File: config.mk
export PLATFORM = sky130hd
export DESIGN_NAME = tcdm_bank
export DESIGN_NICKNAME = d
export VERILOG_FILES = /design/src/split_cfg_pkg.sv /design/src/tcdm_bank.sv
export SDC_FILE = /design/constraint.sdc
export NUM_CORES = 2
export LEC_CHECK = 0
export BUFFER_PORTS_ARGS = -buffer_cell sky130_fd_sc_hd__buf_2
export CORE_MARGIN = 1
export CORE_UTILIZATION = 60
export DETAILED_ROUTE_END_ITERATION = 10
export PLACE_DENSITY = 0.74
export SLEW_MARGIN = 20
export SYNTH_ARGS = -nofsm -noshare
export SYNTH_HDL_FRONTEND = slang
export SYNTH_SLANG_ARGS = --single-unit
File: constraint.sdc
create_clock -name clk_i -period 2.48 [get_ports clk_i]
set_clock_uncertainty 0.1 [all_clocks]
set_input_delay 0.248 -clock clk_i [delete_from_list [all_inputs] [get_ports clk_i]]
set_output_delay 0.248 -clock clk_i [all_outputs]
set_load 0.05 [all_outputs]
File: src/split_cfg_pkg.sv
// split memory configuration
// widths, sizes and shared vector types

package split_cfg_pkg;

  localparam int unsigned NB_CHAN    = 4;                   // narrow channels
  localparam int unsigned WIDE_DW    = 128;
  localparam int unsigned WIDE_BW    = WIDE_DW / 8;         // strobes per wide word
  localparam int unsigned NARROW_DW  = WIDE_DW / NB_CHAN;
  localparam int unsigned NARROW_BW  = NARROW_DW / 8;

  // byte offset plus lane select inside a wide word
  localparam int unsigned LANE_BITS  = $clog2(WIDE_BW);

  localparam int unsigned AW         = 12;                  // byte address
  localparam int unsigned BANK_WORDS = 64;
  localparam int unsigned BANK_AW    = $clog2(BANK_WORDS);

  // channel fifo sizing
  localparam int unsigned FIFO_DEPTH = 2;
  localparam int unsigned FIFO_PTR_W = (FIFO_DEPTH > 1) ? $clog2(FIFO_DEPTH) : 1;
  localparam int unsigned FIFO_CNT_W = $clog2(FIFO_DEPTH + 1);

  typedef logic [AW-1:0]        addr_t;
  typedef logic [WIDE_DW-1:0]   wide_data_t;
  typedef logic [WIDE_BW-1:0]   wide_be_t;
  typedef logic [NARROW_DW-1:0] narrow_data_t;
  typedef logic [NARROW_BW-1:0] narrow_be_t;
  typedef logic [NB_CHAN-1:0]   chan_vec_t;     // grant, stall, valid vectors
  typedef logic [BANK_AW-1:0]   bank_addr_t;    // word index in a bank

endpackage

File: src/tcdm_bank.sv
`timescale 1ns/1ps
// narrow memory bank

module tcdm_bank (
  input  logic                        clk_i,
  input  logic                        rst_ni,
  input  logic                        req_i,
  input  logic                        wen_i,     // high for read
  input  split_cfg_pkg::bank_addr_t   addr_i,
  input  split_cfg_pkg::narrow_be_t   be_i,
  input  split_cfg_pkg::narrow_data_t wdata_i,
  input  logic                        stall_i,   // external contention
  input  logic                        r_ready_i,
  output logic                        gnt_o,
  output logic                        r_valid_o,
  output split_cfg_pkg::narrow_data_t r_data_o
);

  import split_cfg_pkg::*;

  narrow_data_t mem_q [BANK_WORDS];
  narrow_data_t r_data_q;
  logic         r_valid_q;
  logic         rsp_busy;    // response not taken yet

  assign rsp_busy  = r_valid_q & ~r_ready_i;
  assign gnt_o     = req_i & ~stall_i & ~rsp_busy;
  assign r_valid_o = r_valid_q;
  assign r_data_o  = r_data_q;

  // byte-wise write, read data registered
  always_ff @(posedge clk_i) begin
    if (gnt_o && !wen_i) begin
      for (int b = 0; b < NARROW_BW; b++) begin
        if (be_i[b]) begin
          mem_q[addr_i][b*8 +: 8] <= wdata_i[b*8 +: 8];
        end
      end
    end
    if (gnt_o && wen_i) begin
      r_data_q <= mem_q[addr_i];
    end
  end

  // response held until taken
  always_ff @(posedge clk_i or negedge rst_ni) begin
    if (!rst_ni) begin
      r_valid_q <= 1'b0;
    end else if (gnt_o && wen_i) begin
      r_valid_q <= 1'b1;
    end else if (r_ready_i) begin
      r_valid_q <= 1'b0;
    end
  end

endmodule

## Word-level counts from Yosys, hierarchy flattened

Memory sizes are Yosys's and may differ from the RTL's. A register that Yosys moved wholly into a read port is not among the register bits.
Index checks and enable logic that the tools add are counted.

| cells by class | value |
|---|---|
| bitwise operators | 6 |
| muxes and demuxes | 14 |
| reduce and logical (&&, ||, !) cells | 4 |

Operators by type and width:

| cell | number |
|---|---|
| $mux W1 | 14 |
| $and A1 B1 Y1 | 3 |
| $not A1 Y1 | 3 |
| $logic_and A1 B1 Y1 | 2 |
| $reduce_bool A2 Y1 | 1 |
| $logic_not A1 Y1 | 1 |

| word-level totals | value |
|---|---|
| output and inout bits | 34 |
| memory bits (writable) | 2,048 |
| memories | 1 |
| bits in registers | 1 |
| logic and storage cells | 26 |
| input port bits | 48 |

Memory list:

| memory | words | bits a word | read ports | clocked after Yosys merged registers in | write ports | RTL line | RTL |
|---|---|---|---|---|---|---|---|
| mem_q | 64 | 32 | 1 | 1 | 1 | tcdm_bank.sv:21 | `narrow_data_t mem_q [BANK_WORDS];` |

## Longest topological paths before layout

| depth | value |
|---|---|
| depth after elaboration | 7 |
| gate-level depth with buffers | 11 |
| mapped depth without buffers | 6 |

## Least setup slack after synthesis

Ideal clock, no wire load.

| timing path | value |
|---|---|
| path kind | register to register |
| from | reg r_valid_q, in the netlist r_valid_o |
| to | mem mem_q[10][0] in the netlist's numbering (enable) |
| setup time | 0.370 ns |
| data required time | 2.010 ns |
| buffers on the path | 2 |
| cell stages (with the launch flop) | 8 |
| clock period less this slack | 2.808 ns |
| arrival time | 2.338 ns |
| path slack | -0.328 ns |
| cells stage by stage | dfrtp_1 > nand2b_1 > and3b_1 > nor2b_1 > clkbuf_1 > nand2_1 > clkbuf_1 > nor2_1 |

| between the ends | value |
|---|---|
| word-level cells in the longest chain between the ends | 6 |

Ends and longest elaborated chain:

| element | RTL line | RTL |
|---|---|---|
| from (decl) | tcdm_bank.sv:23 | `logic r_valid_q;` |
| from (signal assigned) | tcdm_bank.sv:48 | `r_valid_q <= 1'b0;` |
| from (signal assigned) | tcdm_bank.sv:50 | `r_valid_q <= 1'b1;` |
| from (signal assigned) | tcdm_bank.sv:52 | `r_valid_q <= 1'b0;` |
| $and A1 B1 Y1 | tcdm_bank.sv:26 | `assign rsp_busy = r_valid_q & ~r_ready_i;` |
| $not A1 Y1 | tcdm_bank.sv:27 | `assign gnt_o = req_i & ~stall_i & ~rsp_busy;` |
| $and A1 B1 Y1 | tcdm_bank.sv:27 |  |
| named net gnt_o | tcdm_bank.sv:14 | `output logic gnt_o,` |
| $logic_and A1 B1 Y1 | tcdm_bank.sv:33 | `if (gnt_o && !wen_i) begin` |
| $mux W1 | tcdm_bank.sv:33 |  |
| $mux W1 (implied by the code) | tcdm_bank.sv:36 | `mem_q[addr_i][b*8 +: 8] <= wdata_i[b*8 +: 8];` |
| to (decl) | tcdm_bank.sv:21 |  |

The timed path passes the listed nets, and every way through them passes these cells.

==> flow_summary.ini <==
[global_route]
met3_usage_pct = 11.02
grt_busiest_layer = met2
antenna_found_initial = 20
grt_use_met2_pct = 56.73
grt_pass1_wl_um = 359300
grt_max_degree = 65
gr-total-overflow = 0
grtUsageTotal_pct = 37.84
grt.met1_usage_pct = 49.42
grt_pass1_vias = 50674

[sta]
drv_slew = 0
slew_headroom_pct = 23.25
final.setup.worst_slack_ps = 50.52
max_freq_ghz = 0.4116
hold_viol_final = 0
fin_crit_sh_pct = 97.96
worst_hold_slack_ps = 7.282
finalSetupViolCount = 0
grt_setup_unrepaired = no
worst_pin_slew_ps = 1151
min_period_ps = 2429

[hold_path]
hold_depth = 2
holdCritPathClass = primary input to flip-flop

[synth]
synthTopCellsByCount = edfxtp_1, nor2_1, a22oi_1, a221oi_1, a21oi_1
synth_top_cell_area_share_pct = 77.98
synth_nets = 4740
yosys.area.top_type = edfxtp_1
synth-seq-area-share_pct = 78.02
yosys_warnings = 0
synthArstFlopShare_pct = 0.04805
synth_edf_count = 2080
synth-main-ff-cell = edfxtp_1
syn_inst = 4692
yosysUniqueCellTypes = 71
syn_area_per_cell_um2 = 17.07
ys_seq_elements = 2081
synth_area_leaders = edfxtp_1, a221oi_1, a22oi_1
yosysMostFrequentCell = edfxtp_1
syn-cell-area_um2 = 80090

[critical_path]
worstPathRequired_ps = 2980
timing.rr.end = r_data_o[24]
endpoint_kind = flip-flop
path_cells = mux4_2, o21ai_0, buf_4, a21oi_1, a221o_1, or3_1
timing.rr.start = mem_q[40][24]
crit_fanout = 1
critPathLaunch = mem_q[40][24]
r2r_slack_ps = 50
critical_path.max_stage_delay_ps = 460
crit_family = compound AO/OA/AOI/OAI gates
r2r.worst_path.cells = 6
critPathBufInv = 1
path_class = flip-flop to flip-flop
crit_end = r_data_o[24]
start_kind = flip-flop
cp.depth = 6
cp_slowest_cell = mux4_2
worstPathArrival_ps = 2920

[detailed_routing]
drtPass1Iterations = 6
postRouteAntennaNets = 0
drtIter0Drc = 8828
post_drt_wl_per_cell_um = 34.02
routed_wirelength_um = 254800
viasPerCell = 6.969
vias = 52188
drt_drc_violations_left = 0

[final_layout]
layout.cells.non_filler = 7489
final_util_pct = 72.76
syn_to_final_growth_pct = 19.89
nets = 5602
layout-drive-gt1-share_pct = 25.48
nFillCells = 7636

[clock_network]
tritoncts_num_sinks = 2081
cts.path.max_buffers = 3
cts_tree = built
numCtsBuffers = 196
cts_resized = 0
htree_levels = 4
insertion_delay_ps = 860
clkSlewWorstSetupHoldPaths_ps = 70
cts_root_buf = clkbuf_16

[place]
gp_congestion = 0.9925
io_buffers = 81
hpwl_um = 171200
dpl_worst_slack_ps = -438.6
dp_cells = 7079

[floorplanning]
pin_count = 82
die_area_um2 = 135000
coreArea_um2 = 132000
die_h_um = 367.4
num_rows = 133
chipWidth_um = 367.4
start_util_pct = 60.69

[run_status]
status = complete, no violations

[power_and_ir_drop]
power_leakage_nw = 32.00
peakVddDrop_uv = 817.7
pwr_density_cell_nw_per_um2 = 754.7
power_mw = 72.47

[flow_run]
maxCapViolCount = 0
flip-flops by register name, indices dropped and copies added, names as in the netlist:
signal / count
mem_q: 2048
r_valid_o: 1
r_data_o: 32
repair_timing:
action | in CTS | in global routing
buffers inserted | 0 | 0
hold buffers | 32 | 0
hold endpoints to repair | 821 | 0
final cells by class:
type                       instances  area (um2)  area share, %
sequential                      2081       62480          65.07
antenna                           12       30.03        0.03127
timing repair buffer            1015        9091          9.468
multi-input combinational       2255       16030          16.70
clock inverter                   131        1072          1.117
tap                             1755        2196          2.287
inverter                           5       22.52        0.02345
clock buffer                     235        5094          5.305
worst min-delay path by stage:
stage | startpoint | endpoint | slack [ps]
after detailed placement | rst_ni | r_valid_o | -80
after global placement | rst_ni | r_valid_o | -80
after global routing | wdata_i[27] | mem_q[37][27] | 30
after CTS | stall_i | r_data_o[31] | 2
final | wdata_i[6] | mem_q[0][6] | 7
after floorplan | rst_ni | r_valid_o | -150
layer usage:
metal	vias to the layer above	wire length, um
met2	4503	114800
met1	25919	85700
met4	18	17940
met3	886	36210
li1	20862	-
met5	-	134
logic make-up (layout without fill, tap and decap cells):
group | Yosys count | count (layout) | share of synthesized area [%]
buffers and inverters | 356 | 1386 | 2.132
AOI/OAI and AO/OA | 1201 | 1201 | 10.60
DFF | 2081 | 2081 | 78.02
and+or+nand+nor | 758 | 758 | 3.999
other | 0 | 12 | 0
muxes | 296 | 296 | 5.249
worst reg2reg max path: stages (launching register included):
cell and delay (ps):
edfxtp_1 390, mux4_2 460, o21ai_0 210, buf_4 160
a21oi_1 170, a221o_1 310, or3_1 360
metrics by stage:
stage                     cell area, um2  TNS, ps
after floorplan                    80120  -327930
after global placement             89510   -44780
after detailed placement           89510   -66320
after CTS                          95990        0
after global routing               96000        0
final                              96020        0
placed cells by master, fill, tap and decap left out, drive strengths merged, types with 7 or more instances in the layout:
master       instances
a211oi              15
a21oi              219
a221o               23
a221oi             262
a22o                50
a22oi              286
a31oi               24
and3                16
buf                983
bufinv              11
clkbuf             235
clkinv             104
clkinvlp             9
diode               12
dlygate4sd3         32
edfxtp            2080
inv                 12
mux2                52
mux2i              150
mux4                94
nand2              191
nand3               36
nor2               417
nor2b                7
nor3                21
o2111ai             12
o211ai              12
o21ai              137
o221ai              13
o22ai              112
o32ai                8
or2                 14
or3                 13
or4                 12
report_power, final:
group	switching, mW	internal, mW
Combinational	3.01	1.65
Clock	13.1	15.9
Sequential	0.0527	38.8
Total	16.2	56.3
No activity file was read; power rests on OpenSTA's default activity.
