## config.mk

```make
export PLATFORM = sky130hd
export DESIGN_NAME = wide_port_split
export DESIGN_NICKNAME = d
export VERILOG_FILES = /design/src/split_cfg_pkg.sv /design/src/split_fsm_pkg.sv /design/src/wide_port_split.sv
export SDC_FILE = /design/constraint.sdc
export NUM_CORES = 1
export LEC_CHECK = 0
export BUFFER_PORTS_ARGS = -buffer_cell sky130_fd_sc_hd__buf_4
export CAP_MARGIN = 20
export CELL_PAD_IN_SITES_DETAIL_PLACEMENT = 0
export CELL_PAD_IN_SITES_GLOBAL_PLACEMENT = 1
export CORE_AREA = 5 5 243 245
export DETAILED_ROUTE_END_ITERATION = 7
export DIE_AREA = 0 0 248 250
export PLACE_DENSITY = 0.44
export SLEW_MARGIN = 0
export SYNTH_ARGS = -nofsm -noshare
export SYNTH_HDL_FRONTEND = slang
export SYNTH_SLANG_ARGS = --single-unit
```

## constraint.sdc

```tcl
create_clock -name clk_i -period 3 [get_ports clk_i]
set_clock_uncertainty 0.15 [all_clocks]
set_input_delay 0.15 -clock clk_i [delete_from_list [all_inputs] [get_ports clk_i]]
set_output_delay 0.15 -clock clk_i [all_outputs]
set_load 0.02 [all_outputs]
```

## src/split_cfg_pkg.sv

```systemverilog
// split memory configuration
// widths, sizes and shared vector types

package split_cfg_pkg;

  localparam int unsigned NB_CHAN    = 4;                   // narrow channels
  localparam int unsigned WIDE_DW    = 128;
  localparam int unsigned WIDE_BW    = WIDE_DW / 8;         // strobes per wide word
  localparam int unsigned NARROW_DW  = WIDE_DW / NB_CHAN;
  localparam int unsigned NARROW_BW  = NARROW_DW / 8;

  // byte offset plus lane select inside a wide word
  localparam int unsigned LANE_BITS  = $clog2(WIDE_BW);

  localparam int unsigned AW         = 12;                  // byte address
  localparam int unsigned BANK_WORDS = 64;
  localparam int unsigned BANK_AW    = $clog2(BANK_WORDS);

  // channel fifo sizing
  localparam int unsigned FIFO_DEPTH = 2;
  localparam int unsigned FIFO_PTR_W = (FIFO_DEPTH > 1) ? $clog2(FIFO_DEPTH) : 1;
  localparam int unsigned FIFO_CNT_W = $clog2(FIFO_DEPTH + 1);

  typedef logic [AW-1:0]        addr_t;
  typedef logic [WIDE_DW-1:0]   wide_data_t;
  typedef logic [WIDE_BW-1:0]   wide_be_t;
  typedef logic [NARROW_DW-1:0] narrow_data_t;
  typedef logic [NARROW_BW-1:0] narrow_be_t;
  typedef logic [NB_CHAN-1:0]   chan_vec_t;     // grant, stall, valid vectors
  typedef logic [BANK_AW-1:0]   bank_addr_t;    // word index in a bank

endpackage

```

## src/split_fsm_pkg.sv

```systemverilog
// splitter state encodings

package split_fsm_pkg;

  // wide grant synchronizer
  typedef enum logic {
    GNT_SYNC,   // all lanes granted together
    GNT_SKEW    // some lanes still pending
  } gnt_state_e;

  // wide response synchronizer
  typedef enum logic {
    RSP_SYNC,   // lane responses aligned
    RSP_SKEW    // waiting on late lanes
  } rsp_state_e;

endpackage

```

## src/wide_port_split.sv

```systemverilog
`timescale 1ns/1ps
// wide port splitter
// lane slicing with grant and response lock-step

module wide_port_split (
  input  logic                                              clk_i,
  input  logic                                              rst_ni,
  input  logic                                              clear_i,
  input  logic                                              req_i,
  input  logic                                              wen_i,      // high for read
  input  split_cfg_pkg::addr_t                              addr_i,
  input  split_cfg_pkg::wide_be_t                           be_i,
  input  split_cfg_pkg::wide_data_t                         wdata_i,
  input  logic                                              r_ready_i,
  output logic                                              gnt_o,
  output logic                                              r_valid_o,
  output split_cfg_pkg::wide_data_t                         r_data_o,
  output split_cfg_pkg::chan_vec_t                          lane_req_o,
  output split_cfg_pkg::chan_vec_t                          lane_wen_o,
  output split_cfg_pkg::addr_t [split_cfg_pkg::NB_CHAN-1:0] lane_addr_o,
  output split_cfg_pkg::narrow_be_t [split_cfg_pkg::NB_CHAN-1:0]   lane_be_o,
  output split_cfg_pkg::narrow_data_t [split_cfg_pkg::NB_CHAN-1:0] lane_wdata_o,
  output split_cfg_pkg::chan_vec_t                          lane_r_ready_o,
  input  split_cfg_pkg::chan_vec_t                          lane_gnt_i,
  input  split_cfg_pkg::chan_vec_t                          lane_r_valid_i,
  input  split_cfg_pkg::narrow_data_t [split_cfg_pkg::NB_CHAN-1:0] lane_r_data_i
);

  import split_cfg_pkg::*;
  import split_fsm_pkg::*;

  gnt_state_e gnt_state_q, gnt_state_d;
  chan_vec_t  gnt_mask_q, gnt_mask_d;   // slices already pushed
  chan_vec_t  lane_acc;                 // slice taken this cycle
  logic       all_valid;

  // request slicing and response gathering
  for (genvar ii = 0; ii < NB_CHAN; ii++) begin : gen_lane
    // masked lanes stay quiet until the wide grant
    assign lane_req_o[ii]   = (gnt_state_q == GNT_SYNC) ? req_i : req_i & ~gnt_mask_q[ii];
    assign lane_wen_o[ii]   = wen_i;
    assign lane_addr_o[ii]  = addr_i + addr_t'(ii * NARROW_BW);
    assign lane_be_o[ii]    = be_i[ii*NARROW_BW +: NARROW_BW];
    assign lane_wdata_o[ii] = wdata_i[ii*NARROW_DW +: NARROW_DW];
    assign r_data_o[ii*NARROW_DW +: NARROW_DW] = lane_r_data_i[ii];  // lane 0 in low bits
  end

  assign lane_acc = lane_req_o & lane_gnt_i;

  // mask is clear in GNT_SYNC so this covers both states
  assign gnt_o = req_i & (&(lane_gnt_i | gnt_mask_q));

  // grant synchronizer
  always_comb begin
    gnt_state_d = gnt_state_q;
    gnt_mask_d  = gnt_mask_q;
    case (gnt_state_q)
      GNT_SYNC: begin
        if (req_i && !gnt_o) begin      // at least one lane refused
          gnt_state_d = GNT_SKEW;
          gnt_mask_d  = lane_acc;       // remember the early ones
        end
      end
      GNT_SKEW: begin
        if (gnt_o) begin
          gnt_state_d = GNT_SYNC;
          gnt_mask_d  = '0;
        end else begin
          gnt_mask_d  = gnt_mask_q | lane_acc;
        end
      end
    endcase
  end

  always_ff @(posedge clk_i or negedge rst_ni) begin
    if (!rst_ni) begin
      gnt_state_q <= GNT_SYNC;
      gnt_mask_q  <= '0;
    end else if (clear_i) begin
      gnt_state_q <= GNT_SYNC;
      gnt_mask_q  <= '0;
    end else begin
      gnt_state_q <= gnt_state_d;
      gnt_mask_q  <= gnt_mask_d;
    end
  end

  // response side, all lanes pop in the same cycle
  assign all_valid      = &lane_r_valid_i;
  assign r_valid_o      = all_valid;
  assign lane_r_ready_o = {NB_CHAN{r_ready_i & all_valid}};

endmodule

```

# Word level (Yosys, flattened, before mapping)
# Cells that the tools add are included.
[classes] addsub=3 n_eq_ne=1 n_mux=12 n_bitwise=14 reduce_logical=4
[ops] op="12-bit by 4-bit adder with 12-bit output, second input constant" count=2
[ops] op="12-bit by 3-bit adder with 12-bit output, second input constant" count=1
[ops] op="4-bit 2-to-1 mux" count=3
[ops] op="4-bit OR" count=2
[ops] op="4-bit one-hot mux with 2 select lines" count=1
[ops] op="4-bit AND reduction" count=2
[ops] op="1-bit 2-to-1 mux" count=7
[ops] op="1-bit AND" count=6
[ops] op="1-bit NOT" count=5
[ops] op="4-bit AND" count=1
[ops] op="3-bit by 2-bit != test with 1-bit output, second input constant" count=1
[ops] op="1-bit one-hot mux with 2 select lines" count=1
[ops] op="1-bit logical AND" count=1
[ops] op="1-bit logical NOT" count=1
[totals] reg_bits=5 in_bits=298 out_inout_bits=334 wordCells=36

# Depth between registers and ports, before layout
[depth] depth_word=8 ltp_mapped=6 depth_no_buf=6

# Least setup slack after synthesis
# OpenSTA, ideal clock, no wires.
[synth_timing] kind="input to output" startpoint="input port addr_i[3]" endpoint="output port lane_addr_o[47] in the netlist's numbering" arrival_time_ps=1293 t_required_ps=2700 setup_slack_ps=1407 cell_stages=6 n_path_buf=0 path_cell_list="inv_1 > ha_1 > a21oi_2 > nand3b_1 > nor2_1 > xor2_1"
[synth_lines] item="from (decl)" line="wide_port_split.sv:11" rtl="input split_cfg_pkg::addr_t addr_i,"
[synth_lines] item="to (decl)" line="wide_port_split.sv:20" rtl="output split_cfg_pkg::addr_t [split_cfg_pkg::NB_CHAN-1:0] lane_addr_o,"

==> impl_results.md <==
* Status: finished clean
* Sequential power share at 0.145
* Fin. Hold Viols at 0
* Post-DP HPWL at 8.33 mm
* CP arrival at 1.41 ns
* Sw Ratio at 0.346
* Worst Hold Class: in2async
* First-pass DRT Iterations at 4
* Total number of vias at between 1,000 and 1,500
* Clock share of power at 0.405
* Syn nets at 702
* Tot GR Track Use at 0.0269
* PD cells at 232 mW/mm^2
* Worst-path fanout max at 7
* RSZ-0062 raised after global routing: false
* Num CTS Buffers at 3
* Setup Fix Bufs, Post-CTS at 0
* Vias in the first global route at 1,557
* Maximum vdd drop at 0.237 mV
* Crit path capture type: output port
* Max H-tree Level at 1
* Share of post-route cells with drive strength above 1 at 0.494
* Mean Syn Cell Area at 7.59 um^2
* Pleak at 0.710 nW
* Avg WL per Cell at just over 10 um
* Filler cells at 6,767
* Post-Route WL at 9.74 mm
* Initial Util at 0.0533
* I/O Buffers at 72
* Setup Slack @ Placement at 1.27 ns
* Initial DRC Count at 47
* Die X at 248 um
* GR Overflow Total at 0
* GPL Wtd Cong at 0.723
* Avg Vias per Cell at ~1.6
* Crit path launch type: primary input
* Max Clk Rate at 0.585 GHz
* Final TNS setup at 0 ns
* Antenna violations before repair at 0
* Nets at 475
* Clk buf depth at 2
* DRC viols at 0
* TritonCTS clock tree: yes
* # clock sinks at 5
* Min cycle time layout at 1.71 ns
* Final WS setup at between 1 and 1.5 ns
* Overall power at 542 uW
* Synth Warn # at 0
* Crit path required time at 2.70 ns
* Setup Viol. Count Final at 0
* Max-cap viol count at 0
* Seq cells post-synth at 5
* Post-Syn Area at 0.00304 mm^2
* Max Slew Vio Count at 0
* Core area at 0.0569 mm^2
* Antenna Nets Post-Route at 0
* Combinational power share at 0.450
* Row cnt at 88
* Seq/Total Area, Yosys at 0.0412
* Switch Pwr at 188 uW
* Largest net degree at the start of global routing at 13
* Distinct cells, synth at 28
* Internal power at 354 uW
* Area growth, synth to finish at -23.0%
* Worst-path clk slew at 0.03 ns
* Antenna diodes at 0
* Clk root buf: clkbuf_16
* Die Y at 250 um
* DIE AREA at 0.0620 mm^2
* Crit path kind: in2out
* Io pins at ~630
* First-pass GRT wire length at ~11 mm
* Clk Latency, worst-skew pair at 0.23 ns
* Cells after Synth at 400
* Max-slew headroom at 0.699
* Final cycle utilization of the critical path at 0.570
* Worst-margin pin slew at 0.448 ns
==> worst paths after layout <==
| path | from | depth (start not counted) | slack [ns] | end |
|---|---|---|---|---|
| worst max register to register | gnt_mask_q[3] | 4 | 1.54 | gnt_mask_q[2] |
| worst min register to register | gnt_state_q | 2 | 0.48 | gnt_state_q |
| worst max-delay path | addr_i[2] | 6 | 1.29 | lane_addr_o[46] |
| max in group asynchronous | rst_ni | 2 | 2.46 | gnt_mask_q[0] |
| worst min-delay path | rst_ni | 2 | 0.12 | gnt_state_q |
| min in group clk_i | req_i | 3 | 0.12 | gnt_state_q |
==> Yosys cell counts (all sizes together) <==
library cell,number,share of area
xor2,10,0.029
a21oi,1,0.0029
inv,5,0.0062
dfrtp,5,0.041
and2,2,0.0045
nand4,2,0.0041
clkbuf,1,0.0016
buf,305,0.75
nand2,12,0.015
nor3,2,0.0033
xnor2,13,0.040
or3,1,0.0037
nand3,5,0.012
nand3b,1,0.0025
or2b,1,0.0025
a22oi,4,0.0099
a21boi,4,0.0099
nor2,15,0.019
ha,4,0.016
mux2,4,0.015
and4,1,0.0029
o22ai,2,0.0041
==> final cells by class <==
cell class | instances | area [um^2] | share of cell area
timing repair buffer | 74 | 561 | 0.240
tap | 765 | 957 | 0.409
multi-input combinational | 84 | 598 | 0.256
sequential | 5 | 125 | 0.0535
clock buffer | 4 | 78.8 | 0.0337
inverter | 5 | 18.8 | 0.00803
==> per-stage QoR <==
stage / instances / util / hold WS [ns] / area, um^2
global placement: 931 / 0.0393 / -0.186 / 2240
CTS: 937 / 0.0411 / 0.117 / 2340
finish: 937 / 0.0411 / 0.119 / 2340
floorplan: 400 / - / -0.296 / 3040
global route: 937 / 0.0411 / 0.142 / 2340
detailed placement: 931 / 0.0393 / -0.185 / 2240
==> sequential cells by signal (all words and copies together), names as in the netlist <==
register and count:
gnt_mask_q 4, gnt_state_q 1
==> critical path, cell delays in order <==
cell,delay (ns)
buf_4,0.12
inv_1,0.07
ha_1,0.28
nor3_1,0.43
xor2_1,0.19
buf_4,0.16
==> kinds of logic after synthesis <==
logic type | count (synthesis) | synth area share
fa+ha+maj | 4 | 0.0165
mux | 4 | 0.0148
simple gates | 42 | 0.0701
compound gates | 11 | 0.0268
flops | 5 | 0.0412
buf+inv | 311 | 0.762
xor+xnor | 23 | 0.0688
==> cells in the final DEF (no fill, tap or decap) <==
cell,n
nand2_1,12
clkbuf_1,1
nor2_1,14
clkbuf_16,3
dfrtp_1,5
nand3_1,4
or3_4,1
buf_4,72
nand3_4,1
inv_1,5
a22oi_1,4
xnor2_2,1
mux2_2,4
ha_1,4
nand3b_1,1
xor2_1,10
and4_1,1
and2_1,1
and2_2,1
or2b_1,1
nor2_2,1
o22ai_1,2
xnor2_1,12
a21boi_0,4
a21oi_2,1
nand4_1,2
dlygate4sd3_1,2
nor3_1,2
==> power groups by stage <==
stage / combinational [mW] / sequential (mW) / clock (mW)
finish: 0.244 / 0.0786 / 0.219
global route: 0.260 / 0.0793 / 0.228
CTS: 0.249 / 0.0786 / 0.224
detailed placement: 0.246 / 0.0792 / 0
global placement: 0.249 / 0.0796 / 0
floorplan: 0.694 / 0.0773 / 0
==> per-layer routing <==
layer / wire length, um / GRT usage
met1: 1760 / 0.0123
met2: 4060 / 0.0399
met3: 2450 / 0.0259
met4: 1410 / 0.0417
met5: 55 / 0.00715
==> what timing repair did <==
item / 4_1_cts / 5_1_grt
hold endpoints to repair: 10 / 0
setup endpoints to repair: 0 / 0
resized for setup: 0 / 0
hold buffers: 2 / 0
No activity file was read; power rests on OpenSTA's default activity.
