--- src/split_cfg_pkg.sv ---
// split memory configuration
// widths, sizes and shared vector types

package split_cfg_pkg;

  localparam int unsigned NB_CHAN    = 4;                   // narrow channels
  localparam int unsigned WIDE_DW    = 128;
  localparam int unsigned WIDE_BW    = WIDE_DW / 8;         // strobes per wide word
  localparam int unsigned NARROW_DW  = WIDE_DW / NB_CHAN;
  localparam int unsigned NARROW_BW  = NARROW_DW / 8;

  // byte offset plus lane select inside a wide word
  localparam int unsigned LANE_BITS  = $clog2(WIDE_BW);

  localparam int unsigned AW         = 12;                  // byte address
  localparam int unsigned BANK_WORDS = 64;
  localparam int unsigned BANK_AW    = $clog2(BANK_WORDS);

  // channel fifo sizing
  localparam int unsigned FIFO_DEPTH = 2;
  localparam int unsigned FIFO_PTR_W = (FIFO_DEPTH > 1) ? $clog2(FIFO_DEPTH) : 1;
  localparam int unsigned FIFO_CNT_W = $clog2(FIFO_DEPTH + 1);

  typedef logic [AW-1:0]        addr_t;
  typedef logic [WIDE_DW-1:0]   wide_data_t;
  typedef logic [WIDE_BW-1:0]   wide_be_t;
  typedef logic [NARROW_DW-1:0] narrow_data_t;
  typedef logic [NARROW_BW-1:0] narrow_be_t;
  typedef logic [NB_CHAN-1:0]   chan_vec_t;     // grant, stall, valid vectors
  typedef logic [BANK_AW-1:0]   bank_addr_t;    // word index in a bank

endpackage

--- src/chan_fifo.sv ---
`timescale 1ns/1ps
// channel request and response FIFOs

module chan_fifo (
  input  logic                        clk_i,
  input  logic                        rst_ni,
  input  logic                        clear_i,
  input  logic                        lane_req_i,
  input  logic                        lane_wen_i,
  input  split_cfg_pkg::addr_t        lane_addr_i,
  input  split_cfg_pkg::narrow_be_t   lane_be_i,
  input  split_cfg_pkg::narrow_data_t lane_wdata_i,
  output logic                        lane_gnt_o,       // request fifo not full
  output logic                        lane_r_valid_o,
  output split_cfg_pkg::narrow_data_t lane_r_data_o,
  input  logic                        lane_r_ready_i,
  output logic                        bank_req_o,
  output logic                        bank_wen_o,
  output split_cfg_pkg::bank_addr_t   bank_addr_o,
  output split_cfg_pkg::narrow_be_t   bank_be_o,
  output split_cfg_pkg::narrow_data_t bank_wdata_o,
  input  logic                        bank_gnt_i,
  input  logic                        bank_r_valid_i,
  input  split_cfg_pkg::narrow_data_t bank_r_data_i,
  output logic                        bank_r_ready_o    // response fifo not full
);

  import split_cfg_pkg::*;

  logic                  req_wen_q   [FIFO_DEPTH];
  bank_addr_t            req_addr_q  [FIFO_DEPTH];
  narrow_be_t            req_be_q    [FIFO_DEPTH];
  narrow_data_t          req_wdata_q [FIFO_DEPTH];
  logic [FIFO_PTR_W-1:0] req_wr_q, req_rd_q;
  logic [FIFO_CNT_W-1:0] req_cnt_q;
  logic                  req_push, req_pop;

  narrow_data_t          rsp_data_q  [FIFO_DEPTH];
  logic [FIFO_PTR_W-1:0] rsp_wr_q, rsp_rd_q;
  logic [FIFO_CNT_W-1:0] rsp_cnt_q;
  logic                  rsp_push, rsp_pop;

  // circular pointer step
  function automatic logic [FIFO_PTR_W-1:0] ptr_inc(input logic [FIFO_PTR_W-1:0] ptr);
    return (ptr == FIFO_PTR_W'(FIFO_DEPTH - 1)) ? '0 : ptr + 1'b1;
  endfunction

  // request fifo
  assign lane_gnt_o = (req_cnt_q != FIFO_CNT_W'(FIFO_DEPTH));
  assign req_push   = lane_req_i & lane_gnt_o;
  assign bank_req_o = (req_cnt_q != '0);
  assign req_pop    = bank_req_o & bank_gnt_i;

  assign bank_wen_o   = req_wen_q[req_rd_q];
  assign bank_addr_o  = req_addr_q[req_rd_q];
  assign bank_be_o    = req_be_q[req_rd_q];
  assign bank_wdata_o = req_wdata_q[req_rd_q];

  always_ff @(posedge clk_i) begin
    if (req_push) begin
      req_wen_q[req_wr_q]   <= lane_wen_i;
      req_addr_q[req_wr_q]  <= lane_addr_i[LANE_BITS +: BANK_AW];  // word index only
      req_be_q[req_wr_q]    <= lane_be_i;
      req_wdata_q[req_wr_q] <= lane_wdata_i;
    end
  end

  always_ff @(posedge clk_i or negedge rst_ni) begin
    if (!rst_ni) begin
      req_wr_q  <= '0;
      req_rd_q  <= '0;
      req_cnt_q <= '0;
    end else if (clear_i) begin
      req_wr_q  <= '0;
      req_rd_q  <= '0;
      req_cnt_q <= '0;
    end else begin
      if (req_push) req_wr_q <= ptr_inc(req_wr_q);
      if (req_pop) req_rd_q <= ptr_inc(req_rd_q);
      if (req_push && !req_pop) req_cnt_q <= req_cnt_q + 1'b1;
      else if (req_pop && !req_push) req_cnt_q <= req_cnt_q - 1'b1;
    end
  end

  // response fifo
  assign bank_r_ready_o = (rsp_cnt_q != FIFO_CNT_W'(FIFO_DEPTH));
  assign rsp_push       = bank_r_valid_i & bank_r_ready_o;
  assign lane_r_valid_o = (rsp_cnt_q != '0);
  assign rsp_pop        = lane_r_valid_o & lane_r_ready_i;
  assign lane_r_data_o  = rsp_data_q[rsp_rd_q];

  always_ff @(posedge clk_i) begin
    if (rsp_push) begin
      rsp_data_q[rsp_wr_q] <= bank_r_data_i;
    end
  end

  always_ff @(posedge clk_i or negedge rst_ni) begin
    if (!rst_ni) begin
      rsp_wr_q  <= '0;
      rsp_rd_q  <= '0;
      rsp_cnt_q <= '0;
    end else if (clear_i) begin
      rsp_wr_q  <= '0;
      rsp_rd_q  <= '0;
      rsp_cnt_q <= '0;
    end else begin
      if (rsp_push) rsp_wr_q <= ptr_inc(rsp_wr_q);
      if (rsp_pop) rsp_rd_q <= ptr_inc(rsp_rd_q);
      if (rsp_push && !rsp_pop) rsp_cnt_q <= rsp_cnt_q + 1'b1;
      else if (rsp_pop && !rsp_push) rsp_cnt_q <= rsp_cnt_q - 1'b1;
    end
  end

endmodule

--- config.mk ---
export PLATFORM = sky130hd
export DESIGN_NAME = chan_fifo
export DESIGN_NICKNAME = d
export VERILOG_FILES = /design/src/split_cfg_pkg.sv /design/src/chan_fifo.sv
export SDC_FILE = /design/constraint.sdc
export NUM_CORES = 1
export LEC_CHECK = 0
export BUFFER_PORTS_ARGS = -buffer_cell sky130_fd_sc_hd__buf_2
export CORE_ASPECT_RATIO = 0.75
export CORE_MARGIN = 4
export CORE_UTILIZATION = 44
export CTS_CLUSTER_SIZE = 40
export DETAILED_ROUTE_END_ITERATION = 10
export GPL_ROUTABILITY_DRIVEN = 1
export PLACE_DENSITY_LB_ADDON = 0.25
export SLEW_MARGIN = 20
export SYNTH_ARGS = -nofsm -noshare
export SYNTH_HDL_FRONTEND = slang
export SYNTH_SLANG_ARGS = --single-unit
--- constraint.sdc ---
create_clock -name clk_i -period 4.62 [get_ports clk_i]
set_clock_uncertainty 0.2 [all_clocks]
set_input_delay 0.924 -clock clk_i [delete_from_list [all_inputs] [get_ports clk_i]]
set_output_delay 0.924 -clock clk_i [all_outputs]
set_load 0.005 [all_outputs]
=== After elaboration in Yosys (flattened, before gate mapping) ===
Memories as Yosys holds them, arrays and structs flattened.
Index checks and enable logic that the tools add are counted.

* Reduce and logical (&&, ||, !) cells: 16
* Order comparisons: 0
* Divide/modulo/power cells: 0
* Add/subtract/negate cells: 8
* Shift-type cells: 0
* Equal/unequal tests: 2
* Bitwise logic cells: 4
* Multiplexer cells: 22
* Multipliers: 0

{| class="wikitable"
|+ Operator list
! cell !! number
|-
| $mux 1 || 16
|-
| $mux 2 || 6
|-
| $reduce_bool 2->1 || 6
|-
| $reduce_bool 3->1 || 2
|-
| $add 1x1->1 const B || 4
|-
| $add 2x1->2 const B || 2
|-
| $and 1x1->1 || 4
|-
| $logic_and 1x1->1 || 4
|-
| $logic_not 1->1 || 4
|-
| $ne 2x2->1 const B || 2
|-
| $sub 2x1->2 const B || 2
|}

* Memory bits (read-only): 0
* Bits in writable memories: 150
* Memories kept: 5
* Latch bits: 0
* Bits in registers: 8

{| class="wikitable"
|+ Memory list
! name !! depth !! width !! rd ports !! clocked after Yosys merged registers in !! wr ports !! RTL line !! RTL
|-
| req_wdata_q || 2 || 32 || 1 || 0 || 1 || chan_fifo.sv:33 || <nowiki>narrow_data_t req_wdata_q [FIFO_DEPTH];</nowiki>
|-
| rsp_data_q || 2 || 32 || 1 || 0 || 1 || chan_fifo.sv:38 || <nowiki>narrow_data_t rsp_data_q [FIFO_DEPTH];</nowiki>
|-
| req_addr_q || 2 || 6 || 1 || 0 || 1 || chan_fifo.sv:31 || <nowiki>bank_addr_t req_addr_q [FIFO_DEPTH];</nowiki>
|-
| req_be_q || 2 || 4 || 1 || 0 || 1 || chan_fifo.sv:32 || <nowiki>narrow_be_t req_be_q [FIFO_DEPTH];</nowiki>
|-
| req_wen_q || 2 || 1 || 1 || 0 || 1 || chan_fifo.sv:30 || <nowiki>logic req_wen_q [FIFO_DEPTH];</nowiki>
|}

=== Longest topological paths before layout ===
Gate-level depths: netlist of run 1.

* Depth after elaboration: 7
* Gate-level depth with buffers: 4

=== Least setup slack after synthesis of run 1 ===
OpenSTA, ideal clock, no wires.

* Kind: input to register
* Start: input lane_req_i
* End: memory req_addr_q[0][0] (netlist bit), enable pin
* Required time: 4,023 ps
* Slack: 1,835 ps
* Cell stages on the path: 3
* Buffers on the path: 0
* Data arrival time: 2,187 ps
* Path through: inv_2 or3_1 inv_1

* Longest elaborated chain between the ends: 3

{| class="wikitable"
|+ Ends and longest elaborated chain
! item !! RTL line !! RTL
|-
| start: declaration || chan_fifo.sv:8 || <nowiki>input logic lane_req_i,</nowiki>
|-
| $and 1x1->1 || chan_fifo.sv:50 || <nowiki>assign req_push = lane_req_i & lane_gnt_o;</nowiki>
|-
| $mux 1 || chan_fifo.sv:60 || <nowiki>if (req_push) begin</nowiki>
|-
| $mux 1 (implied by the code) || chan_fifo.sv:62 || <nowiki>req_addr_q[req_wr_q] <= lane_addr_i[LANE_BITS +: BANK_AW];</nowiki>
|-
| end: declaration || chan_fifo.sv:31 ||
|}

Every way passes these cells.

=== Worst setup path after layout of run 1 ===
* Start: register req_rd_q
* End: output bank_wdata_o[12]

* Longest elaborated chain between the ends: 1

{| class="wikitable"
|+ Ends and longest elaborated chain
! item !! RTL line !! RTL
|-
| start: declaration || chan_fifo.sv:34 || <nowiki>logic [FIFO_PTR_W-1:0] req_wr_q, req_rd_q;</nowiki>
|-
| start signal: assignment || chan_fifo.sv:79 || <nowiki>if (req_pop) req_rd_q <= ptr_inc(req_rd_q);</nowiki>
|-
| $mem_v2 2x32 || - ||
|-
| end: declaration || chan_fifo.sv:21 || <nowiki>output split_cfg_pkg::narrow_data_t bank_wdata_o,</nowiki>
|}

Every way passes these cells.

==> results.md, run 1 <==
* Outcome: finished, final reports clean
* Largest net degree at the start of global routing at 45
* Fin Setup TNS at 0 ns
* Syn. warnings at 0
* Sequential area share after synthesis at 80.48%
* # diodes at 0
* Initial antenna violation count at 0
* Syn_nets at 372
* Hpwl dp at 7116 um
* Power Total at 3.276 mW
* Yosys cell types at 27
* Vias per Instance at around 4.8
* Max-Cap Viols at 0
* Seq pwr share at around half
* Die Y at 107.8 um
* # clock sinks at approximately 160
* Synth Instances at 284
* Core area at between 0.01 and 0.015 mm^2
* Final Wtd Congestion at about 0.73
* Top cells by count, synth: edfxtp_1, mux2_2, buf_2, dfrtp_1, a21oi_1
* Max Root-Sink Buffers at 2
* Synth area leader: edfxtp_1
* First-pass GRT wire length at approximately 17000 um
* VDD IR max at around 0.28 mV
* GRT Total Usage at between 10% and 20%
* IO Port Bufs at between 150 and 200
* Setup Crit Path Kind: flip-flop to output port
* P_int at about 2.6 mW
* Drt first pass iters at 4
* Vias at slightly above 3000
* CTS tree: done
* CTS Buf Count at 17
* Starting Density at 44.91%
* FF+latch count, synth at between 150 and 200
* CP max FO at 44
* Most frequent cell after synthesis: edfxtp_1
* Final Cycle Share at about two thirds
* Ranking of synthesized cells by area: edfxtp_1, mux2_2, dfrtp_1, buf_2, a21oi_1
* Pwr Density at between 400 and 500 mW/mm^2
* Die W at approximately 140 um
* Period minus WS final at roughly 3.2 ns
* # IOs at between 150 and 200
* Sw power at a little under 0.7 mW
* Dominant synthesized flop cell: edfxtp_1
* Gr ovfl total at 0
* Final hold vios at 0
* H-tree levels at 4
* Worst setup EP type: output port
* Initial DRC Count at ~160
* Combinational cell fraction of total power at approximately 8.6%
* CP required at ~3.5 ns
* Clock transition at the registers of the reported paths at 0.06 ns
* Top-area cell type share of the netlist area at roughly 77%
* Number of max-slew violations in the final report at 0
* Final Util at around 57%
* Postcts setup bufs at 0
* Post-CTS sizing at 0
* Final nets at between 500 and 600
* Layout cells sized above 1 at about three fifths
* CTS root buffer: clkbuf_16
* Slew Limit Headroom at between 20 and 30%
* Path category of the worst min-delay check: input port to asynchronous set/reset pin
* Die Area at approximately 0.015 mm^2
* Detailed-route DRC error count at 0
* Vias in the first global route at between 3000 and 4000
* CP startpoint kind: flip-flop
* Net Sw Frac at 20.79%
* Unrepaired setup endpoints after global routing: no
* Area grow syn2layout at 26.50%
* Filler cells at about 1100
* Clock share of power at between 30% and 40%
* Worst Tran Pin Value at 1.053 ns
* Std-Cell Rows at 36
* Avg Inst Size Synth at ~21 um^2
* Max frequency at approximately 0.32 GHz
* CP Data Arrival Time at about 2 ns
* Async set-reset flop share out of synthesis at 5.063%
* Final setup viols at 0
* Worst-Skew Late Latency at approximately 0.41 ns
* Routed len/inst at between 15 and 20 um
* DRT antenna net count at 0
* Synthesized cell area at 0.005846 mm^2
* Post-synth EDFFs at 150
* Hold Buf Count CTS at 0
* Leak at between 2 and 3 nW
* Total Routed Length at 10740 um
==> layout by cell type, fill, tap and decap left out, drive strengths merged, types with 2 or more instances in the layout <==
cell type  instances
nand3b             3
xor2               2
a21oi              6
and3               2
nand3              2
or2                3
nand2b             2
o21ai              4
buf              163
edfxtp           150
nor2               3
bufinv             2
clkinv             5
clkinvlp           5
dfrtp              8
clkbuf            19
mux2              75
inv                4
==> worst paths after layout <==
| check | from | end | slack [ns] | depth (start not counted) |
|---|---|---|---|---|
| setup / recovery | req_rd_q | bank_wdata_o[12] | 1.45 | 2 |
| hold / removal | rst_ni | req_wr_q | 0.16 | 1 |
| setup reg to reg | req_cnt_q[1] | req_addr_q[0][0] | 2.36 | 3 |
| hold reg to reg | req_wr_q | req_wr_q | 0.38 | 2 |
| max in group asynchronous | rst_ni | req_rd_q | 3.87 | 1 |
| min in group clk_i | req_wr_q | req_wr_q | 0.38 | 2 |
==> metrics by stage <==
step | hold slack [ns] | instances | setup slack [ns] | area (um^2)
final | 0.1556 | 639 | 1.453 | 7395
after CTS | 0.1344 | 639 | 1.394 | 7391
after detailed placement | 0.3597 | 608 | 1.747 | 6835
after floorplan | 0.3241 | 284 | 1.835 | 5846
after global placement | 0.3425 | 608 | 1.767 | 6835
after global routing | 0.1363 | 639 | 1.338 | 7395
==> worst max-delay path, stage by stage, from the launching register on <==
cell	delay, ns
dfrtp_2	1.04
mux2_2	0.43
buf_2	0.13
==> cell families (layout without fill, tap and decap cells) <==
group,after synthesis,in the layout,share of synthesized area [%]
multiplexers,76,76,14.62
XOR/XNOR,2,2,0.2997
AO/OA/AOI/OAI,14,14,1.413
buffers and inverters,14,198,1.091
AND/OR/NAND/NOR,20,20,2.098
flip-flops,158,158,80.48
==> area by class of cell <==
cell class | count | area (um^2) | share of cell area, %
flip-flops and latches | 158 | 4706 | 63.64
multi-input cells | 112 | 1081 | 14.62
repair buffers | 163 | 823.3 | 11.13
clock buffers | 19 | 432.9 | 5.854
well taps | 171 | 214.0 | 2.893
clock inverters | 12 | 122.6 | 1.658
inverters | 4 | 15.01 | 0.2030
==> routing by layer <==
layer	routed length, um	global-route usage (%)
met1	4456	17.67
met2	5624	24.41
met3	509	3.996
met4	151	6.017
met5	0	0
==> registers in the layout, indices dropped and copies added, names as in the netlist <==
register and count:
req_rd_q 1, rsp_data_q 64, rsp_cnt_q 2, req_addr_q 12
req_wr_q 1, req_cnt_q 2, req_wen_q 2, rsp_wr_q 1
req_wdata_q 64, rsp_rd_q 1, req_be_q 8
==> power groups by stage <==
| stage | logic [mW] | clock network, mW | registers [mW] |
|---|---|---|---|
| 3_3_place_gp | 0.282 | 0 | 1.72 |
| 3_5_place_dp | 0.288 | 0 | 1.72 |
| 6_report | 0.281 | 1.30 | 1.69 |
| 2_1_floorplan | 0.157 | 0 | 1.70 |
| 4_1_cts | 0.290 | 1.33 | 1.69 |
| 5_1_grt | 0.311 | 1.40 | 1.70 |
Power figures use the tool's default switching activity.
==> run 2: changes to the inputs <==
==> constraint.sdc (replaced) <==
create_clock -name clk_i -period 3.1 [get_ports clk_i]
set_clock_uncertainty 0.2 [all_clocks]
set_input_delay 0.62 -clock clk_i [delete_from_list [all_inputs] [get_ports clk_i]]
set_output_delay 0.62 -clock clk_i [all_outputs]
set_load 0.005 [all_outputs]
==> run 2 against run 1 <==
Critical path depth increased by 1. Count of clock-buffer cells in the layout decreased by 1. Clock power increased by 72%. Sequential power increased by 48%. Sequential cell count unchanged. Final area increased by 1.8%. Largest cell class unchanged. Largest power group unchanged. Highest routed layer is now met5.
==> results.md, run 2 (synthesis gave the netlist of run 1 again) <==
* Path category of the worst min-delay check: input port to flip-flop
* Worst Hold Path Cells at 1
* Worst setup EP type: output port
* Dpl cells at around 600
* Most frequent cells in the layout: buf_2, edfxtp_1, mux2_2, clkbuf_16, dfrtp_1
* Gr ovfl total at 0
* IO Port Bufs at 160
* Unrepaired setup endpoints after global routing: no
* Register-to-Register Path Depth at 4
* Initial antenna violation count at 1
* Std-Cell Rows at 36
* Drt first pass iters at 4
* CTS tree: done
* Commonest non-fill, non-tap cell in the layout: buf_2
* Starting Density at roughly 45%
* CP Data Arrival Time at between 1.5 and 2 ns
* Internal reg-to-reg setup slack at ~1.2 ns
* Hold_sp: lane_wdata_i[20]
* First-pass GRT wire length at between 15000 and 20000 um
* Final setup viols at 0
* Crit Reg-Reg Endpoint: req_be_q[1][3]
* Hold WS at 0.1908 ns
* Max-Cap Viols at 0
* H-tree levels at 4
* Clock transition at the registers of the reported paths at around 0.06 ns
* Total Routed Length at between 10000 and 15000 um
* Detailed-route DRC error count at 0
* Worst-Skew Late Latency at 0.41 ns
* CTS Buf Count at 17
* Vias in the first global route at roughly 3300
* Hpwl dp at just over 7000 um
* Layout cells sized above 1 at about 60%
* Final hold vios at 0
* Die W at ~140 um
* Worst Tran Pin Value at 0.5951 ns
* Max Root-Sink Buffers at 2
* CTS root buffer: clkbuf_16
* DRT antenna net count at 0
* Routed len/inst at between 15 and 20 um
* Max frequency at about 0.38 GHz
* Area grow syn2layout at 28.72%
* Power Total at 5.187 mW
* VDD IR max at between 0.3 and 0.4 mV
* Number of max-slew violations in the final report at 0
* # diodes at 0
* Outcome: finished, final reports clean
* Largest net degree at the start of global routing at 45
* Slew Limit Headroom at around three fifths
* Setup Crit Path Kind: flip-flop to output port
* Vias at just over 3000
* Vias per Instance at just under 5
* GRT Total Usage at between 10% and 20%
* Initial DRC Count at around 170
* Worst R2R Start: req_cnt_q[1]
* # IOs at 167
* Die Y at about 110 um
* Top Registers: req_wdata_q x64, rsp_data_q x64, req_addr_q x12
* Core area at about 0.013 mm^2
* Die Area at approximately 0.015 mm^2
* Fin Setup TNS at 0 ns
* Hold Path End: req_wdata_q[1][20]
* Pwr Density at 689.3 mW/mm^2
* Leak at 2.861 nW
* Final Wtd Congestion at between 0.7 and 0.8
* CP max FO at 44
* Dpl ws at roughly 0.90 ns
* Final Cycle Share at 84.24%
* Period minus WS final at 2.612 ns
* Non-Filler Instances at around 640
* # clock sinks at approximately 160
* Worst setup margin at 0.4885 ns
* Post-CTS sizing at 0
* CP required at 2.28 ns
* CP startpoint kind: flip-flop
* Final nets at between 500 and 600
==> run 2: cell types whose count changed in the layout (fill, tap and decap cells not counted) <==
cell,before,now
clkinvlp_4,5,0
bufinv_16,2,5
clkinv_4,1,4
buf_4,3,5
inv_6,0,2
and3_2,0,1
and3_4,1,0
buf_12,0,1
clkbuf_1,2,1
clkinv_1,3,2
dlygate4sd3_1,0,1
==> run 2: repair_timing <==
item / in CTS / in global routing
hold buffers: 1 / 0
hold endpoints to repair: 8 / 0
buffers inserted: 0 / 0
==> run 2: worst max-delay path by stage <==
stage | startpoint | to
finish | req_rd_q | bank_wdata_o[12]
global route | req_rd_q | bank_wdata_o[12]
CTS | req_rd_q | bank_wdata_o[6]
detailed placement | req_rd_q | bank_addr_o[0]
global placement | req_rd_q | bank_addr_o[5]
floorplan | lane_req_i | req_addr_q[0][0]
==> run 2: through the flow <==
stage | utilization [%] | instance area (um^2)
floorplan | - | 5846
global placement | 52.78 | 6870
detailed placement | 52.78 | 6870
CTS | 57.80 | 7525
global route | 57.80 | 7525
finish | 57.80 | 7525
==> run 2: layout make-up <==
type                            count  area (um^2)
Clock buffer                       18        429.2
Timing Repair Buffer              167        868.3
Multi-Input combinational cell    112         1077
Clock inverter                     14        215.2
Tap cell                          171        214.0
Inverter                            4        15.01
Sequential cell                   158         4706
Fill cell                        1019         5493
==> run 2: report_power, final <==
group          internal, mW  switching [mW]  leakage, nW
sequential             2.47          0.0279         1.51
clock                  1.43           0.809        0.314
combinational         0.230           0.216         1.04
total                  4.13            1.05         2.86
==> run 2: worst max-delay path: stages (launching register included) <==
cell and delay, ns:
dfrtp_2 0.33, buf_4 0.48, mux2_2 0.41, buf_2 0.13
==> run 2: metal layers <==
metal,GRT usage (%),vias up,routed length (um),part of all wire [%]
li1,-,1475,-,-
met1,16.78,1518,4351,40
met2,25.08,82,5734,53
met3,4.352,17,535,5.0
met4,6.224,2,153,1.4
met5,0,-,12,0.11
==> run 3: changes to the inputs <==
==> constraint.sdc (replaced) <==
create_clock -name clk_i -period 2.3 [get_ports clk_i]
set_clock_uncertainty 0.2 [all_clocks]
set_input_delay 0.46 -clock clk_i [delete_from_list [all_inputs] [get_ports clk_i]]
set_output_delay 0.46 -clock clk_i [all_outputs]
set_load 0.005 [all_outputs]
==> run 3 against run 2 <==
Global-route usage grew 0.13 points. Routed wire length grew 0.88%. First-iteration DRC count shrank 17%. Worst hold slack lost 0.16 ns. Setup slack lost 0.38 ns. Register-to-register slack lost 0.72 ns. Critical path depth is the same. Via count is essentially flat.
==> results.md, run 3 (synthesis gave the netlist of run 1 again) <==
* Final hold vios at 0
* Starting Density at 44.91%
* Initial DRC Count at about 150
* # diodes at 0
* Final Cycle Share at a little over nine tenths
* Final setup viols at 0
* Clock transition at the registers of the reported paths at 0.06 ns
* Leak at roughly 2.8 nW
* # clock sinks at 158
* Worst setup EP type: output port
* Std-Cell Rows at 36
* Dpl ws at 0.3275 ns
* CP max FO at 35
* Cell Area, Placed at slightly below 0.007 mm^2
* IO Port Bufs at 160
* DRT antenna net count at 0
* Max Root-Sink Buffers at 2
* Detailed-route DRC error count at 0
* CP required at around 1.6 ns
* Die Y at about 110 um
* P_int at around 5.4 mW
* Vias at between 3000 and 4000
* Highest Signal Layer: met4
* Most frequent cells in the layout: buf_2, edfxtp_1, mux2_2, clkbuf_16, dfrtp_1
* Largest net degree at the start of global routing at 44
* Period minus WS final at between 2 and 2.5 ns
* Layout cells sized above 1 at around 59%
* Final Wtd Congestion at about 0.7
* VDD IR max at 0.6079 mV
* Metal-1 WL at approximately 4300 um
* Seq pwr share at 49.8%
* Core area at about 0.013 mm^2
* Initial antenna violation count at 0
* CTS root buffer: clkbuf_16
* Top Registers: req_wdata_q x64, rsp_data_q x64, req_addr_q x12
* Slew Limit Headroom at a little over two thirds
* Path category of the worst min-delay check: input port to flip-flop
* Outcome: finished, final reports clean
* Die W at around 140 um
* DR WL met2 at 5766 um
* Dpl cells at 611
* Max-Cap Viols at 0
* First-pass GRT wire length at between 15000 and 20000 um
* Final Util at between 50% and 60%
* Vias per Instance at between 4 and 5
* Worst Tran Pin Value at 0.4464 ns
* Unrepaired setup endpoints after global routing: no
* Die Area at ~0.015 mm^2
* Hold WS at 0.03064 ns
* Number of max-slew violations in the final report at 0
* CTS Buf Count at 17
* Power Total at just under 7 mW
* Total Routed Length at about 11000 um
* Gr ovfl total at 0
* GRT Total Usage at approximately 15%
* Fin Setup TNS at 0 ns
* Clock share of power at 41.1%
* Filler cells at roughly 1000
* Routed len/inst at between 15 and 20 um
* Post-CTS sizing at 0
* Area grow syn2layout at 28.68%
* Net Sw Frac at between 20% and 30%
* Final nets at around 550
* Vias in the first global route at ~3300
* Commonest non-fill, non-tap cell in the layout: buf_2
* CP Data Arrival Time at roughly 1.5 ns
* Pwr Density at 900.9 mW/mm^2
* Combinational cell fraction of total power at between 9 and 10%
* CTS tree: done
* CP startpoint kind: flip-flop
* Drt first pass iters at 6
* Worst-Skew Late Latency at approximately 0.4 ns
* H-tree levels at 4
* Max frequency at between 0.4 and 0.5 GHz
* Worst setup margin at 0.1041 ns
* Hpwl dp at around 7200 um
* Detail Route met3 WL at roughly 660 um
* Non-Filler Instances at around 640
* Sw power at ~1.4 mW
* Post-route cell area at between 0.007 and 0.008 mm^2
* # IOs at between 150 and 200
* Setup Crit Path Kind: flip-flop to output port
## run 3: changes by cell type in the layout (fill, tap and decap cells not counted)
cell,delta
inv_2,-1
clkinv_4,-1
clkinvlp_4,+2
buf_4,-2
clkbuf_1,-1
inv_6,+1
clkinv_2,+1
bufinv_16,-2
buf_12,+3
## run 3: cell type report
class,count,area [um^2],area share [%]
tap,171,214.0,2.844
clock buffer,17,425.4,5.655
clock inverter,14,167.7,2.229
sequential,158,4706,62.56
inverter,4,18.77,0.2495
timing repair buffer,168,913.4,12.14
multi-input combinational,112,1077,14.32
## run 3: path summary, 6_finish.rpt
path                                        from                 end  slack (ns)  cells past startpoint
worst min-delay path            lane_wdata_i[27]  req_wdata_q[0][27]        0.03                      1
max in group asynchronous                 rst_ni            req_rd_q        1.51                      2
worst min register to register          req_wr_q            req_wr_q        0.37                      2
min in group asynchronous                 rst_ni        req_cnt_q[0]        0.21                      2
worst max register to register      req_cnt_q[1]   req_wdata_q[0][9]        0.45                      4
worst max-delay path                    req_rd_q      bank_addr_o[3]        0.10                      3
## run 3: what timing repair did
item	4_1_cts	5_1_grt
endpoints found under the hold margin	8	0
setup buffers	1	0
endpoints found under the setup margin	35	0
hold buffers	1	0
## run 3: power by group through the flow
stage	registers [mW]	clock network, mW	logic, mW
5_1_grt	3.38	3.00	0.677
3_5_place_dp	3.44	0	0.619
2_1_floorplan	3.42	0	0.317
4_1_cts	3.37	2.85	0.632
6_report	3.37	2.79	0.616
3_3_place_gp	3.43	0	0.608
## run 3: critical path, stage by stage (launching register included)
cell     delay [ns]
dfrtp_2        0.39
buf_12         0.22
mux2_2         0.36
buf_2          0.13
## run 3: routing by layer
layer / vias to the layer above / GRT usage, %
met1: 1520 / 17.02
met4: 0 / 5.048
li1: 1472 / -
met2: 89 / 24.92
met3: 11 / 5.551
met5: - / 0
